[config.mk]
export PLATFORM = sky130hd
export DESIGN_NAME = rom_guard_top
export DESIGN_NICKNAME = d
export VERILOG_FILES = /design/src/logic/rom_guard_pkg.sv /design/src/logic/rom_guard_top.sv /design/src/logic/rom_sel_mux.sv /design/src/logic/rom_checker.sv /design/src/logic/rom_array.sv
export VERILOG_INCLUDE_DIRS = /design/src /design/src/logic
export SDC_FILE = /design/constraint.sdc
export NUM_CORES = 1
export LEC_CHECK = 0
export ABC_AREA = 0
export BUFFER_PORTS_ARGS = -buffer_cell sky130_fd_sc_hd__buf_2
export CORE_MARGIN = 1
export CORE_UTILIZATION = 55
export DETAILED_ROUTE_END_ITERATION = 6
export PLACE_DENSITY_LB_ADDON = 0.25
export SKIP_CTS_REPAIR_TIMING = 1
export SLEW_MARGIN = 20
export SYNTH_ARGS = -nofsm -noshare
export SYNTH_HDL_FRONTEND = slang
export SYNTH_SLANG_ARGS = --single-unit
export TNS_END_PERCENT = 100
[constraint.sdc]
create_clock -name clk_i -period 3.1 [get_ports clk_i]
set_input_delay 0.465 -clock clk_i [delete_from_list [all_inputs] [get_ports clk_i]]
set_output_delay 0.465 -clock clk_i [all_outputs]
set_load 0.01 [all_outputs]
[src/logic/rom_guard_settings.svh]
// Sizes are fixed at build time; the mask rule in the package assumes a 6-bit address and 17-bit word
`ifndef ROM_GUARD_SETTINGS_SVH
`define ROM_GUARD_SETTINGS_SVH

// ROM geometry

// Word address width
`define ROM_AW 6

// Stored word width
// 16 data bits plus one parity bit on top
`define ROM_DW 17

// Number of words in the image
// Last word holds the expected digest
`define ROM_DEPTH 64

`endif
[src/logic/rom_guard_pkg.sv]
// Select codes are 4-bit multi-bit values; content and mask rules assume ROM_AW 6 and ROM_DW 17
`include "rom_guard_settings.svh"

package rom_guard_pkg;

  // Multi-bit select
  // Only the two codes below are legal, everything else is a fault
  typedef logic [3:0] sel_mubi_t;

  parameter sel_mubi_t SEL_TRUE  = 4'b1010;
  parameter sel_mubi_t SEL_FALSE = 4'b0101;

  // Parity sits in the top bit of a stored word
  typedef struct packed {
    logic               parity;
    logic [`ROM_DW-2:0] data;
  } rom_fields_t;

  // Checker folds raw bits, bus reads the fields
  typedef union packed {
    logic [`ROM_DW-1:0] raw;
    rom_fields_t        fields;
  } rom_word_u;

  typedef struct packed {
    logic [`ROM_AW-1:0] addr;
  } bus_req_t;

  typedef struct packed {
    logic [`ROM_DW-2:0] data;
    logic               parity;
  } bus_rsp_t;

  typedef struct packed {
    logic               req;
    logic [`ROM_AW-1:0] addr;
  } rom_req_t;

  // Whole image, word i at index i
  typedef logic [`ROM_DEPTH-1:0][`ROM_DW-1:0] rom_image_t;

  function automatic logic sel_test_invalid(sel_mubi_t s);
    return (s != SEL_TRUE) && (s != SEL_FALSE);
  endfunction

  function automatic logic sel_test_true_strict(sel_mubi_t s);
    return s == SEL_TRUE;
  endfunction

  // Loose tests treat invalid codes as the opposite value
  function automatic logic sel_test_true_loose(sel_mubi_t s);
    return s != SEL_FALSE;
  endfunction

  function automatic logic sel_test_false_loose(sel_mubi_t s);
    return s != SEL_TRUE;
  endfunction

  // OR on the bits that are high in True, AND on the others
  // True wins, so the result never drops back to False
  function automatic sel_mubi_t sel_or_hi(sel_mubi_t a, sel_mubi_t b);
    return (SEL_TRUE & (a | b)) | (~SEL_TRUE & (a & b));
  endfunction

  // Plain word of an address, before scrambling
  function automatic rom_word_u rom_plain_word(logic [`ROM_AW-1:0] a);
    logic [15:0] prod;
    rom_word_u   w;
    prod = 16'(a) * 16'h9E37;
    w.fields.data   = prod ^ 16'h5A5A;
    w.fields.parity = ^w.fields.data;
    return w;
  endfunction

  // Address-keyed scramble mask
  function automatic logic [`ROM_DW-1:0] rom_key_mask(logic [`ROM_AW-1:0] a);
    return {a, ~a, a[4:0]};
  endfunction

  // One digest step: rotate left by one, then XOR in the scrambled word
  function automatic logic [`ROM_DW-1:0] rom_fold(logic [`ROM_DW-1:0] dig,
                                                  logic [`ROM_DW-1:0] w);
    return {dig[`ROM_DW-2:0], dig[`ROM_DW-1]} ^ w;
  endfunction

  // Default plain image
  // Last word is picked so that its scrambled value equals the digest of all the others
  function automatic rom_image_t rom_plain_image();
    rom_image_t         img;
    rom_word_u          w;
    logic [`ROM_DW-1:0] dig;
    logic [`ROM_AW-1:0] a;
    dig = '0;
    for (int i = 0; i < `ROM_DEPTH - 1; i++) begin
      a      = i[`ROM_AW-1:0];
      w      = rom_plain_word(a);
      img[i] = w.raw;
      dig    = rom_fold(dig, w.raw ^ rom_key_mask(a));
    end
    a = '1;
    img[`ROM_DEPTH-1] = dig ^ rom_key_mask(a);
    return img;
  endfunction

endpackage

[src/logic/rom_guard_top.sv]
// Bus opens only after a clean digest check; sel_glitch_i is a fault-injection port, tie to zero in use
module rom_guard_top
  import rom_guard_pkg::*;
#(
  // Plain ROM content, handed down to the array
  parameter rom_image_t PLAIN_IMAGE = rom_plain_image()
) (
  input  logic      clk_i,
  input  logic      rst_ni,

  // XORed into the select between checker and mux
  input  sel_mubi_t sel_glitch_i,

  // Bus port
  input  logic      bus_req_valid_i,
  input  bus_req_t  bus_req_i,
  output logic      bus_req_ready_o,
  output logic      bus_rsp_valid_o,
  output bus_rsp_t  bus_rsp_o,

  // Status
  output logic      check_done_o,
  output logic      check_fail_o,
  output logic      alert_o
);

  rom_req_t  chk_req;
  rom_req_t  rom_req;
  sel_mubi_t chk_sel;
  sel_mubi_t mux_sel;
  logic      rom_rvalid;
  rom_word_u rom_scr_rdata;
  rom_word_u rom_clr_rdata;
  rom_word_u chk_rdata;

  // Glitch model on the select wire
  assign mux_sel = chk_sel ^ sel_glitch_i;

  rom_array #(
    .PLAIN_IMAGE (PLAIN_IMAGE)
  ) u_rom_array (
    .clk_i       (clk_i),
    .rst_ni      (rst_ni),
    .req_i       (rom_req),
    .rvalid_o    (rom_rvalid),
    .scr_rdata_o (rom_scr_rdata),
    .clr_rdata_o (rom_clr_rdata)
  );

  rom_checker u_rom_checker (
    .clk_i        (clk_i),
    .rst_ni       (rst_ni),
    .rom_req_o    (chk_req),
    .rom_rvalid_i (rom_rvalid),
    .rom_rdata_i  (chk_rdata),
    .sel_bus_o    (chk_sel),
    .done_o       (check_done_o),
    .fail_o       (check_fail_o)
  );

  rom_sel_mux u_rom_sel_mux (
    .clk_i           (clk_i),
    .rst_ni          (rst_ni),
    .sel_bus_i       (mux_sel),
    .bus_req_valid_i (bus_req_valid_i),
    .bus_req_i       (bus_req_i),
    .bus_req_ready_o (bus_req_ready_o),
    .bus_rsp_valid_o (bus_rsp_valid_o),
    .bus_rsp_o       (bus_rsp_o),
    .chk_req_i       (chk_req),
    .chk_rdata_o     (chk_rdata),
    .rom_req_o       (rom_req),
    .rom_rvalid_i    (rom_rvalid),
    .rom_scr_rdata_i (rom_scr_rdata),
    .rom_clr_rdata_i (rom_clr_rdata),
    .alert_o         (alert_o)
  );

endmodule

[src/logic/rom_sel_mux.sv]
// One-way switch from checker to bus; alert is sticky until reset and the bus has no back-pressure
module rom_sel_mux
  import rom_guard_pkg::*;
(
  input  logic      clk_i,
  input  logic      rst_ni,

  // Select from the checker, True hands the ROM to the bus
  input  sel_mubi_t sel_bus_i,

  // Bus request, valid/ready
  input  logic      bus_req_valid_i,
  input  bus_req_t  bus_req_i,
  output logic      bus_req_ready_o,

  // Bus response, single-cycle pulse
  output logic      bus_rsp_valid_o,
  output bus_rsp_t  bus_rsp_o,

  // Checker side
  input  rom_req_t  chk_req_i,
  output rom_word_u chk_rdata_o,

  // ROM side
  output rom_req_t  rom_req_o,
  input  logic      rom_rvalid_i,
  input  rom_word_u rom_scr_rdata_i,
  input  rom_word_u rom_clr_rdata_i,

  output logic      alert_o
);

  // Select history
  // sel_q can only move towards True, sel_qq is one cycle behind it
  sel_mubi_t sel_q;
  sel_mubi_t sel_qq;
  logic      sel_invalid;
  logic      sel_reverted;
  logic      sel_q_reverted;
  logic      alert_q;
  logic      bus_sel;

  always_ff @(posedge clk_i or posedge rst_ni) begin
    if (rst_ni) begin
      sel_q   <= SEL_FALSE;
      sel_qq  <= SEL_FALSE;
      alert_q <= 1'b0;
    end else begin
      sel_q   <= sel_or_hi(sel_q, sel_bus_i);
      sel_qq  <= sel_q;
      alert_q <= alert_q | sel_invalid | sel_reverted | sel_q_reverted;
    end
  end

  // Corrupt code on the input or in the register
  assign sel_invalid = sel_test_invalid(sel_bus_i) || sel_test_invalid(sel_q);

  // Input falls back to checker after the bus was granted
  assign sel_reverted = sel_test_true_loose(sel_q) && sel_test_false_loose(sel_bus_i);

  // Register itself lost its True value
  assign sel_q_reverted = sel_test_true_loose(sel_qq) && sel_test_false_loose(sel_q);

  assign alert_o = alert_q;

  // Bus owns the ROM only on a strictly True select
  assign bus_sel         = sel_test_true_strict(sel_bus_i);
  assign bus_req_ready_o = bus_sel;

  always_comb begin
    if (bus_sel) begin
      rom_req_o.req  = bus_req_valid_i;
      rom_req_o.addr = bus_req_i.addr;
    end else begin
      rom_req_o = chk_req_i;
    end
  end

  // Read data belongs to the bus if the select was True last cycle
  assign bus_rsp_valid_o  = sel_test_true_strict(sel_q) && rom_rvalid_i;
  assign bus_rsp_o.data   = rom_clr_rdata_i.fields.data;
  assign bus_rsp_o.parity = rom_clr_rdata_i.fields.parity;

  // Checker digests the raw stored bits
  assign chk_rdata_o = rom_scr_rdata_i;

endmodule

[src/logic/rom_checker.sv]
// Runs once after reset, reads every word in order and assumes the ROM answers each read next cycle
`include "rom_guard_settings.svh"

module rom_checker
  import rom_guard_pkg::*;
(
  input  logic      clk_i,
  input  logic      rst_ni,

  // ROM side, through the mux
  output rom_req_t  rom_req_o,
  input  logic      rom_rvalid_i,
  input  rom_word_u rom_rdata_i,

  // Select towards the mux, True only after a matching digest
  output sel_mubi_t sel_bus_o,

  // Status
  output logic      done_o,
  output logic      fail_o
);

  typedef enum logic [1:0] {
    ST_READ,
    ST_CMP,
    ST_DONE
  } state_e;

  localparam int unsigned LAST = `ROM_DEPTH - 1;
  localparam logic [`ROM_AW-1:0] LAST_ADDR = LAST[`ROM_AW-1:0];

  state_e             state_q;
  // Issue counter, top bit set once every address has gone out
  logic [`ROM_AW:0]   addr_q;
  // Count of returned words
  logic [`ROM_AW-1:0] rcnt_q;
  logic [`ROM_DW-1:0] dig_q;
  logic               match_q;
  logic               done_q;
  logic               fail_q;
  sel_mubi_t          sel_q;
  logic               issue;
  logic               last_rsp;

  // One read per cycle from reset release until all words are out
  assign issue = (state_q == ST_READ) && !addr_q[`ROM_AW];

  // Word holding the stored digest
  assign last_rsp = rom_rvalid_i && (rcnt_q == LAST_ADDR);

  always_ff @(posedge clk_i or posedge rst_ni) begin
    if (rst_ni) begin
      state_q <= ST_READ;
      addr_q  <= '0;
      rcnt_q  <= '0;
      dig_q   <= '0;
      match_q <= 1'b0;
      done_q  <= 1'b0;
      fail_q  <= 1'b0;
      sel_q   <= SEL_FALSE;
    end else begin
      case (state_q)
        ST_READ: begin
          if (issue) begin
            addr_q <= addr_q + 1'b1;
          end
          if (rom_rvalid_i) begin
            rcnt_q <= rcnt_q + 1'b1;
            // Last word is compared, all others are folded
            if (last_rsp) begin
              match_q <= (rom_rdata_i.raw == dig_q);
              state_q <= ST_CMP;
            end else begin
              dig_q <= rom_fold(dig_q, rom_rdata_i.raw);
            end
          end
        end
        ST_CMP: begin
          done_q  <= 1'b1;
          fail_q  <= !match_q;
          // Bus opens in the same cycle that done rises
          sel_q   <= match_q ? SEL_TRUE : SEL_FALSE;
          state_q <= ST_DONE;
        end
        // Finished, everything holds until the next reset
        default: begin
          state_q <= ST_DONE;
        end
      endcase
    end
  end

  assign rom_req_o.req  = issue;
  assign rom_req_o.addr = addr_q[`ROM_AW-1:0];
  assign sel_bus_o      = sel_q;
  assign done_o         = done_q;
  assign fail_o         = fail_q;

endmodule

[src/logic/rom_array.sv]
// XOR-mask scrambling only, no cipher and no ECC; one-cycle read latency, no stall
`include "rom_guard_settings.svh"

module rom_array
  import rom_guard_pkg::*;
#(
  // Plain content, override to build a tampered image
  parameter rom_image_t PLAIN_IMAGE = rom_plain_image()
) (
  input  logic      clk_i,
  input  logic      rst_ni,
  input  rom_req_t  req_i,
  output logic      rvalid_o,
  output rom_word_u scr_rdata_o,
  output rom_word_u clr_rdata_o
);

  // Apply the address mask to every plain word
  function automatic rom_image_t scramble_image(rom_image_t plain);
    rom_image_t         scr;
    logic [`ROM_AW-1:0] a;
    for (int i = 0; i < `ROM_DEPTH; i++) begin
      a      = i[`ROM_AW-1:0];
      scr[i] = plain[i] ^ rom_key_mask(a);
    end
    return scr;
  endfunction

  // Stored image, fixed at elaboration
  localparam rom_image_t SCR_IMAGE = scramble_image(PLAIN_IMAGE);

  logic               rvalid_q;
  logic [`ROM_DW-1:0] rdata_q;
  logic [`ROM_AW-1:0] addr_q;

  // Read strobe
  always_ff @(posedge clk_i or posedge rst_ni) begin
    if (rst_ni) begin
      rvalid_q <= 1'b0;
    end else begin
      rvalid_q <= req_i.req;
    end
  end

  // Word and address are captured together
  // Address is kept so the clear port can undo the mask
  always_ff @(posedge clk_i) begin
    if (req_i.req) begin
      rdata_q <= SCR_IMAGE[req_i.addr];
      addr_q  <= req_i.addr;
    end
  end

  assign rvalid_o = rvalid_q;

  // Raw stored bits for the digest
  assign scr_rdata_o.raw = rdata_q;

  // Descrambled word for the bus
  assign clr_rdata_o.raw = rdata_q ^ rom_key_mask(addr_q);

endmodule

=== Yosys cells after proc, flatten, opt, wreduce, memory -nomap -nowiden ===
Memory sizes are Yosys's and may differ from the RTL's. A register that Yosys moved wholly into a read port is not among the register bits.
Cells that the tools add are included.
Widths: inputs -> output; s select.

* Bits in registers: 55
* Memory bits (read-only): 1088
* Bits of input ports: 13
* Output and inout port bits: 22
* Word-level logic and storage cells: 60
* Memories kept: 1

{| class="wikitable"
|+ Memories
! memory !! depth !! width !! rd ports !! clocked after memory_dff !! wr ports !! line !! text
|-
| (name not given) || 64 || 17 || 1 || 1 || 0 || rom_array.sv:49 || <nowiki>rdata_q <= SCR_IMAGE[req_i.addr];</nowiki>
|}

* $add $sub $neg: 2
* Equal/unequal tests: 12
* Mux-type cells: 5
* Bitwise logic cells: 11
* Reduce and logical (&&, ||, !) cells: 16

{| class="wikitable"
|+ Operators by type and width
! kind !! number
|-
| $xor 17x17->17 || 2
|-
| $eq 17x17->1 || 1
|-
| $ne 4x3->1 const B || 3
|-
| $eq 4x4->1 const B || 2
|-
| $ne 4x4->1 const B || 2
|-
| $add 7x1->7 const B || 1
|-
| $logic_and 1x1->1 || 7
|-
| $mux 7 || 1
|-
| $add 6x1->6 const B || 1
|-
| $eq 6x6->1 const B || 1
|-
| $mux 2 || 3
|-
| $not 6->6 || 1
|-
| $reduce_and 2->1 || 3
|-
| $reduce_and 3->1 || 2
|-
| $mux 4 || 1
|-
| $or 4x3->4 || 1
|-
| $or 4x4->4 || 1
|-
| $xor 4x4->4 || 1
|-
| $and 3x3->3 || 1
|-
| $or 1x1->1 || 3
|-
| $eq 2x1->1 const B || 1
|-
| $logic_not 1->1 || 2
|-
| $logic_not 2->1 || 1
|-
| $ne 2x1->1 const B || 1
|-
| 3 further kinds || 3
|}

=== Longest topological paths before layout ===
Gate-level depths: netlist (run 1).

* Depth after elaboration: 7
* Mapped depth: 16
* Gate-level depth less buffers: 12

=== By module ===
A second synthesis (run 1) with hierarchy kept.

* Cells, all modules: 525
* Area total of the unflattened synthesis: 5067.4 um^2

{| class="wikitable"
|+ By module, submodules not included
! module !! instances !! cells each !! area each (um^2) !! seq. area each (um^2)
|-
| rom_array || 1 || 285 || 2459.9 || 715.7
|-
| rom_checker || 1 || 171 || 1880.6 || 927.1
|-
| rom_sel_mux || 1 || 65 || 691.9 || 230.2
|-
| rom_guard_top || 1 || 4 || 35.0 || 0.0
|}

=== Worst setup path before layout (run 1) ===
No wires, ideal clock.

* Kind: input to register
* Start point: input sel_glitch_i[1]
* End point: register u_rom_array.rdata_q[16] (netlist: u_rom_array.scr_rdata_o[16]) (data pin)
* Setup time: 0.261 ns
* Arrival: 3.305 ns
* Data required time: 2.839 ns
* Path slack: -0.466 ns
* Stages on the path: 15
* Buffers on the path: 4
* Cells stage by stage: buf_2 -> nor3b_4 -> o22ai_1 -> buf_4 -> inv_4 -> clkbuf_1 -> a21o_1 -> inv_1 -> ha_1 -> buf_2 -> inv_1 -> a21oi_1 -> nor2_1 -> a211o_1 -> a221o_1

{| class="wikitable"
|+ RTL lines
! item !! line !! text
|-
| start, declared || rom_guard_top.sv:12 || <nowiki>input sel_mubi_t sel_glitch_i,</nowiki>
|-
| end, declared || rom_array.sv:33 || <nowiki>logic [`ROM_DW-1:0] rdata_q;</nowiki>
|}

==> impl_metrics.prom, run 1 <==
# TYPE chip_impl_metric gauge
chip_impl_info{name="outcome",value="complete, no violations"} 1
chip_impl_metric{name="die-area",unit="mm^2"} 0.0102
chip_impl_metric{name="htree_levels",unit=""} 3
chip_impl_metric{name="synth.distinct_cells",unit=""} 78
chip_impl_metric{name="routed-wl-met2",unit="um"} 7690
chip_impl_metric{name="number_of_enable_type_register_cells_in_the_synthesized_netlist",unit=""} 23
chip_impl_info{name="synth_top_flop_cell",value="dfrtp_1"} 1
chip_impl_info{name="hold_class",value="in2async"} 1
chip_impl_metric{name="max_freq",unit="MHz"} 340
chip_impl_info{name="route.top_layer_used",value="met4"} 1
chip_impl_metric{name="floorplan.die.height",unit="um"} 101
chip_impl_metric{name="setup.reg_to_reg.worst_slack",unit="ns"} 0.16
chip_impl_metric{name="layout_min_cycle_time",unit="ns"} 2.94
chip_impl_metric{name="dp.cells",unit=""} 781
chip_impl_metric{name="critical_path_buf_inv_count",unit=""} 3
chip_impl_metric{name="levels_on_crit_path",unit=""} 10
chip_impl_info{name="path_delay_family",value="compound AO/OA/AOI/OAI gates"} 1
chip_impl_metric{name="detail-route-antenna-nets",unit=""} 0
chip_impl_metric{name="post-place-ws",unit="ns"} 0.106
chip_impl_metric{name="fin_skew",unit="ns"} 0.0145
chip_impl_metric{name="vdd_drop_max",unit="uV"} 815
chip_impl_info{name="crit_chain",value="nor3_2, o22ai_4, mux2i_4, buf_4, inv_1, ha_1, a211oi_1, buf_4, a311o_1, o311ai_0"} 1
chip_impl_metric{name="cap_viol_max_count",unit=""} 0
chip_impl_metric{name="wl_met3",unit="um"} 1470
chip_impl_info{name="synth_commonest_cells",value="52 x nor2_1, 49 x nand2_1, 42 x dfrtp_1"} 1
chip_impl_metric{name="post-route-util",unit="%"} 66.9
chip_impl_metric{name="cp_slowest_stage_delay",unit="ns"} 0.64
chip_impl_metric{name="grtUsageTotal",unit="%"} 34.0
chip_impl_info{name="crit_start",value="u_rom_checker.sel_bus_o[2]"} 1
chip_impl_metric{name="clk_path_buf_depth",unit=""} 2
chip_impl_metric{name="tightestPinTransition",unit="ns"} 0.807
chip_impl_metric{name="synthArstFlopShare",unit="%"} 67.1
chip_impl_metric{name="design.final.nets",unit=""} 688
chip_impl_metric{name="synthesized_nets",unit=""} 626
chip_impl_metric{name="num_io_pins",unit=""} 35
chip_impl_metric{name="core.rowCount",unit=""} 35
chip_impl_metric{name="layout_worst_path_cycle_share",unit="%"} 94.8
chip_impl_metric{name="gp_congestion",unit=""} 1.03
chip_impl_metric{name="drt-met1-wl",unit="um"} 6880
chip_impl_metric{name="number_of_global_route_vias_before_repair",unit=""} 4850
chip_impl_info{name="synth_most_common_cell",value="nor2_1"} 1
chip_impl_metric{name="clk_transition_reported_paths",unit="ns"} 0.08
chip_impl_metric{name="setup_violations",unit=""} 0
chip_impl_metric{name="placeable_core_region",unit="mm^2"} 0.00937
chip_impl_metric{name="drt_pre_antenna_iters",unit=""} 5
chip_impl_metric{name="insertedDiodeCount",unit=""} 0
chip_impl_metric{name="cellPowerDensity",unit="mW/mm^2"} 1280
chip_impl_metric{name="layout-drive-gt1-share",unit="%"} 24.3
chip_impl_metric{name="grt.overflow.total",unit=""} 0
chip_impl_metric{name="dp.final_hpwl",unit="um"} 12700
chip_impl_metric{name="synth.cell_area",unit="mm^2"} 0.00540
chip_impl_metric{name="start_util",unit="%"} 57.7
chip_impl_info{name="tritoncts",value="yes"} 1
chip_impl_metric{name="tritoncts_num_sinks",unit=""} 70
chip_impl_metric{name="cts_buffers",unit=""} 9
chip_impl_metric{name="r2r.worst_path.cells",unit=""} 10
chip_impl_metric{name="timing.final.hold_violations",unit=""} 0
chip_impl_metric{name="route.detailed.drc",unit=""} 0
chip_impl_metric{name="drt-wirelength-per-cell",unit="um"} 21.1
chip_impl_info{name="grt_setup_unrepaired",value="false"} 1
chip_impl_info{name="rr_startpoint",value="u_rom_checker.sel_bus_o[2]"} 1
chip_impl_metric{name="filler_cell_count",unit=""} 791
chip_impl_metric{name="grt_antenna_before_repair",unit=""} 0
chip_impl_info{name="timing.setup.critical_path_class",value="reg2reg"} 1
chip_impl_metric{name="report.power.total",unit="mW"} 8.03
chip_impl_metric{name="pin_count_of_the_biggest_net_entering_global_routing",unit=""} 48
chip_impl_metric{name="detailroute.via_count",unit=""} 5058
chip_impl_info{name="slowest_cell_on_crit_path",value="dfstp_2"} 1
chip_impl_info{name="critPathMostFrequentCell",value="buf_4"} 1
chip_impl_metric{name="ys_seq_elements",unit=""} 70
chip_impl_metric{name="worst-endpoint-arrival",unit="ns"} 3.01
chip_impl_metric{name="wl",unit="um"} 16800
chip_impl_metric{name="number_of_buffers_inserted_by_port_buffering",unit=""} 34
chip_impl_metric{name="timing.final.ws_setup",unit="ns"} 0.160
chip_impl_metric{name="synth_warnings",unit=""} 0
chip_impl_info{name="cp-start-kind",value="flop"} 1
chip_impl_metric{name="first_iter_violations",unit=""} 477
chip_impl_info{name="worstSetupEndpointType",value="flop"} 1
chip_impl_metric{name="insertion_delay",unit="ns"} 0.33
chip_impl_metric{name="timing_max_transition_violations_final",unit=""} 0
chip_impl_info{name="yosysTopAreaCell",value="dfrtp_1"} 1
chip_impl_metric{name="sequential_to_total_area_share_from_yosys_stat",unit="%"} 34.7
chip_impl_metric{name="netlist.area_leader.share",unit="%"} 19.4
chip_impl_metric{name="static-leakage-power",unit="nW"} 2.63
chip_impl_metric{name="via_cell_ratio",unit=""} 6.35
chip_impl_metric{name="setup-tns-final",unit="ns"} 0
chip_impl_metric{name="synthToLayoutAreaGrowth",unit="%"} 16.0
chip_impl_metric{name="first_pass_grt_wire_length",unit="um"} 26200
chip_impl_metric{name="required_arrival_time_at_the_worst_endpoint",unit="ns"} 3.17
chip_impl_metric{name="post_synth.cell_area_avg",unit="um^2"} 8.99
chip_impl_info{name="cts.root.buffer_cell",value="clkbuf_8"} 1
chip_impl_info{name="synth_area_leaders",value="dfrtp_1 19%, edfxtp_1 13%, xnor2_1 6.5%, xor2_1 5.5%, a21oi_1 3.6%"} 1
chip_impl_metric{name="slew_headroom",unit="%"} 46.1
chip_impl_metric{name="chipWidth",unit="um"} 101
chip_impl_metric{name="post_synthesis_instance_total",unit=""} 601
chip_impl_metric{name="critical_path.max_fanout",unit=""} 8
chip_impl_metric{name="finalNonFillerCells",unit=""} 797
## layout by cell type (no fill, tap or decap), drive strengths merged, types with 5 or more instances in the layout
cell and n:
a211o 6, a211oi 9, a21oi 39, a311oi 5, and3 5, buf 99, clkbuf 11, dfrtp 42
dfstp 5, edfxtp 23, ha 12, inv 24, mux2 8, mux2i 19, nand2 52, nand2b 8
nand3 15, nand4 13, nor2 52, nor3 16, o211ai 5, o21ai 29, o221ai 7, o22ai 6
o311ai 6, o31ai 6, xnor2 40, xor2 34
## routing by layer
metal  up-vias  track usage, %
li1       2306               -
met1      2418            43.3
met2       274            55.5
met3        60            6.45
met4         0            16.2
met5         -               0
## where the power goes
group          leakage [nW]  internal, mW  switching (mW)
combinational          1.76          2.22            2.96
sequential            0.764          1.52           0.577
clock                0.0999         0.395           0.354
## stage by stage
step	instance area (um^2)	hold WS [ns]
floorplan	5510	0.369
global placement	6070	0.380
detailed placement	6070	0.382
CTS	6270	0.384
global route	6270	0.331
finish	6270	0.255
## worst paths after layout
check	to
setup reg to reg	u_rom_array.scr_rdata_o[6]
hold reg to reg	u_rom_sel_mux.sel_qq[0]
min in group clk_i	u_rom_sel_mux.sel_qq[0]
hold / removal	u_rom_checker.dig_q[7]
setup / recovery	u_rom_array.scr_rdata_o[6]
max in group asynchronous	u_rom_checker.state_q[0]
## sequential cells by signal (all words and copies together) (netlist names)
| name | cells |
|---|---|
| u_rom_array.addr_q | 6 |
| u_rom_array.rvalid_o | 1 |
| u_rom_array.scr_rdata_o | 17 |
| u_rom_checker.addr_q | 7 |
| u_rom_checker.dig_q | 17 |
| u_rom_checker.done_o | 1 |
| u_rom_checker.fail_o | 1 |
| u_rom_checker.match_q | 1 |
| u_rom_checker.rcnt_q | 6 |
| u_rom_checker.sel_bus_o | 2 |
| u_rom_checker.state_q | 2 |
| u_rom_sel_mux.alert_o | 1 |
| u_rom_sel_mux.sel_q | 4 |
| u_rom_sel_mux.sel_qq | 4 |
## cell type report
type                            instances  area [um^2]  share of cell area (%)
Clock buffer                           11          141                    2.26
Tap cell                              129          161                    2.57
Multi-Input combinational cell        459         3280                    52.3
Inverter                               24         98.8                    1.58
Clock inverter                          5         57.6                   0.918
Timing Repair Buffer                   99          658                    10.5
Sequential cell                        70         1870                    29.9
## cell families (layout without fill, tap and decap cells)
group | after synthesis | count (layout) | share of synthesized area [%]
buffers and inverters | 72 | 139 | 6.32
AND/OR/NAND/NOR | 185 | 185 | 16.9
adder cells (fa/ha/maj) | 12 | 12 | 2.78
AO/OA/AOI/OAI | 160 | 160 | 21.4
XOR/XNOR | 74 | 74 | 12.0
flip-flops | 70 | 70 | 34.7
multiplexers | 28 | 28 | 5.90
Note: power is estimated with default switching activity, not from simulation.
==> run 2: changes to the inputs <==
PLACE_DENSITY = 0.76   (was unset)
PLACE_DENSITY_LB_ADDON = unset   (was 0.25)
==> impl_metrics.prom, run 2 (synthesized netlist as in run 1, its figures left out) <==
# TYPE chip_impl_metric gauge
chip_impl_info{name="outcome",value="complete, no violations"} 1
chip_impl_metric{name="required_arrival_time_at_the_worst_endpoint",unit="ns"} 3.27
chip_impl_metric{name="cap_viol_max_count",unit=""} 0
chip_impl_metric{name="worst-endpoint-arrival",unit="ns"} 3.06
chip_impl_metric{name="first_iter_violations",unit=""} 606
chip_impl_metric{name="layout_worst_path_cycle_share",unit="%"} 93.2
chip_impl_metric{name="setup-tns-final",unit="ns"} 0
chip_impl_metric{name="fin_skew",unit="ns"} 0.0152
chip_impl_metric{name="setup_violations",unit=""} 0
chip_impl_metric{name="levels_on_crit_path",unit=""} 9
chip_impl_metric{name="wl",unit="um"} 16900
chip_impl_info{name="rr_startpoint",value="u_rom_checker.sel_bus_o[2]"} 1
chip_impl_info{name="critPathCapture",value="u_rom_array.scr_rdata_o[12]"} 1
chip_impl_metric{name="route.detailed.drc",unit=""} 0
chip_impl_metric{name="clk_path_buf_depth",unit=""} 2
chip_impl_metric{name="timing.final.ws_setup",unit="ns"} 0.211
chip_impl_info{name="crit_chain",value="buf_4, a21boi_1, o41ai_4, nand2_4, inv_2, ha_1, mux2_2, a211oi_1, o32a_1"} 1
chip_impl_metric{name="cts_buffers",unit=""} 9
chip_impl_metric{name="insertion_delay",unit="ns"} 0.34
chip_impl_metric{name="slew_headroom",unit="%"} 36.4
chip_impl_metric{name="core.rowCount",unit=""} 35
chip_impl_metric{name="grtUsageTotal",unit="%"} 33.7
chip_impl_info{name="slowest_cell_on_crit_path",value="dfstp_2"} 1
chip_impl_metric{name="timing.final.hold_violations",unit=""} 0
chip_impl_info{name="cp-start-kind",value="flop"} 1
chip_impl_metric{name="drt-wirelength-per-cell",unit="um"} 21.2
chip_impl_metric{name="tightestPinTransition",unit="ns"} 0.953
chip_impl_metric{name="design_area",unit="mm^2"} 0.00626
chip_impl_metric{name="die-area",unit="mm^2"} 0.0102
chip_impl_metric{name="critical_path_buf_inv_count",unit=""} 2
chip_impl_metric{name="num_io_pins",unit=""} 35
chip_impl_metric{name="timing_max_transition_violations_final",unit=""} 0
chip_impl_metric{name="number_of_buffers_inserted_by_port_buffering",unit=""} 34
chip_impl_metric{name="placeable_core_region",unit="mm^2"} 0.00937
chip_impl_metric{name="critical_path.max_fanout",unit=""} 19
chip_impl_metric{name="vdd_drop_max",unit="uV"} 500
chip_impl_info{name="path_delay_family",value="compound AO/OA/AOI/OAI gates"} 1
chip_impl_info{name="most_common_cell_after_layout_fill_and_taps_aside",value="buf_4"} 1
chip_impl_metric{name="drt_pre_antenna_iters",unit=""} 6
chip_impl_metric{name="max_freq",unit="MHz"} 346
chip_impl_metric{name="start_util",unit="%"} 57.7
chip_impl_metric{name="number_of_global_route_vias_before_repair",unit=""} 4736
chip_impl_info{name="critical_path.reg2reg.endpoint",value="u_rom_array.scr_rdata_o[12]"} 1
chip_impl_info{name="tritoncts",value="yes"} 1
chip_impl_metric{name="layout_min_cycle_time",unit="ns"} 2.89
chip_impl_metric{name="clk_transition_reported_paths",unit="ns"} 0.08
chip_impl_metric{name="htree_levels",unit=""} 3
chip_impl_metric{name="synthToLayoutAreaGrowth",unit="%"} 15.9
chip_impl_metric{name="gp_congestion",unit=""} 0.991
chip_impl_info{name="timing.setup.critical_path_class",value="reg2reg"} 1
chip_impl_metric{name="insertedDiodeCount",unit=""} 0
chip_impl_metric{name="post-place-ws",unit="ns"} 0.0231
chip_impl_metric{name="floorplan.die.height",unit="um"} 101
chip_impl_metric{name="cellPowerDensity",unit="mW/mm^2"} 1290
chip_impl_metric{name="static-leakage-power",unit="nW"} 2.62
chip_impl_info{name="grt_setup_unrepaired",value="false"} 1
chip_impl_metric{name="grt.overflow.total",unit=""} 0
chip_impl_metric{name="cp_slowest_stage_delay",unit="ns"} 0.59
chip_impl_metric{name="design.final.nets",unit=""} 687
chip_impl_metric{name="layout-drive-gt1-share",unit="%"} 24.1
chip_impl_metric{name="detailroute.via_count",unit=""} 5127
chip_impl_metric{name="setup.reg_to_reg.worst_slack",unit="ns"} 0.21
chip_impl_info{name="commonest_cells_after_routing_fill_and_taps_aside",value="63 x buf_4, 51 x nor2_1, 49 x nand2_1, 42 x dfrtp_1, 40 x xnor2_1"} 1
chip_impl_metric{name="dp.final_hpwl",unit="um"} 12500
chip_impl_metric{name="detailed_place.area",unit="mm^2"} 0.00607
chip_impl_metric{name="r2r.worst_path.cells",unit=""} 9
chip_impl_metric{name="via_cell_ratio",unit=""} 6.44
chip_impl_metric{name="detail-route-antenna-nets",unit=""} 0
chip_impl_info{name="hold_class",value="in2async"} 1
chip_impl_metric{name="first_pass_grt_wire_length",unit="um"} 25900
chip_impl_metric{name="grt_antenna_before_repair",unit=""} 0
chip_impl_metric{name="chipWidth",unit="um"} 101
chip_impl_metric{name="pin_count_of_the_biggest_net_entering_global_routing",unit=""} 48
chip_impl_info{name="cts.root.buffer_cell",value="clkbuf_8"} 1
chip_impl_info{name="crit_start",value="u_rom_checker.sel_bus_o[2]"} 1
chip_impl_metric{name="report.power.total",unit="mW"} 8.09
chip_impl_metric{name="tritoncts_num_sinks",unit=""} 70
chip_impl_info{name="worstSetupEndpointType",value="flop"} 1
[run 2: through the flow]
step                      utilization [%]  instances  hold slack (ns)
after floorplan                         -        601            0.369
after global placement               64.8        780            0.380
after detailed placement             64.8        780            0.382
after CTS                            66.8        796            0.377
after global routing                 66.8        796            0.381
final                                66.8        796            0.344
[run 2: power breakdown]
group / switching (mW) / internal [mW] / total (mW)
Clock: 0.349 / 0.370 / 0.719
Combinational: 3.02 / 2.27 / 5.29
Sequential: 0.559 / 1.52 / 2.08
[run 2: worst register-to-register path, delay by kind of cell, from the launching register on]
| family | cells | cell delay [ns] |
|---|---|---|
| AO/OA/AOI/OAI | 4 | 1.14 |
| flip-flops | 1 | 0.59 |
| buffers and inverters | 2 | 0.33 |
| adder cells (fa/ha/maj) | 1 | 0.28 |
| multiplexers | 1 | 0.26 |
| AND/OR/NAND/NOR | 1 | 0.13 |
[run 2: worst min path at each step]
stage | end | startpoint | slack [ns]
2_1_floorplan | u_rom_sel_mux.sel_qq[0] | u_rom_sel_mux.sel_q[0] | 0.37
5_1_grt | u_rom_sel_mux.sel_qq[2] | u_rom_sel_mux.sel_q[2] | 0.38
3_5_place_dp | u_rom_sel_mux.sel_qq[0] | u_rom_sel_mux.sel_q[0] | 0.38
3_3_place_gp | u_rom_sel_mux.sel_qq[2] | u_rom_sel_mux.sel_q[2] | 0.38
6_report | u_rom_checker.dig_q[7] | rst_ni | 0.34
4_1_cts | u_rom_checker.done_o | rst_ni | 0.38
[run 2: metal layers]
metal  part of all wire, %  global-route usage (%)  vias to the layer above
li1                      -                       -                     2309
met1                    41                    44.4                     2448
met2                    46                    55.2                      310
met3                   8.5                    5.06                       60
met4                   4.3                    14.8                        0
met5                     0                       0                        -
[run 2: cell type report]
cell class / instances / area, um^2
clock inverter: 6 / 60.1
clock buffer: 10 / 128
inverter: 24 / 97.6
timing repair buffer: 98 / 663
multi-input combinational: 459 / 3280
tap: 129 / 161
fill: 761 / 3110
sequential: 70 / 1870
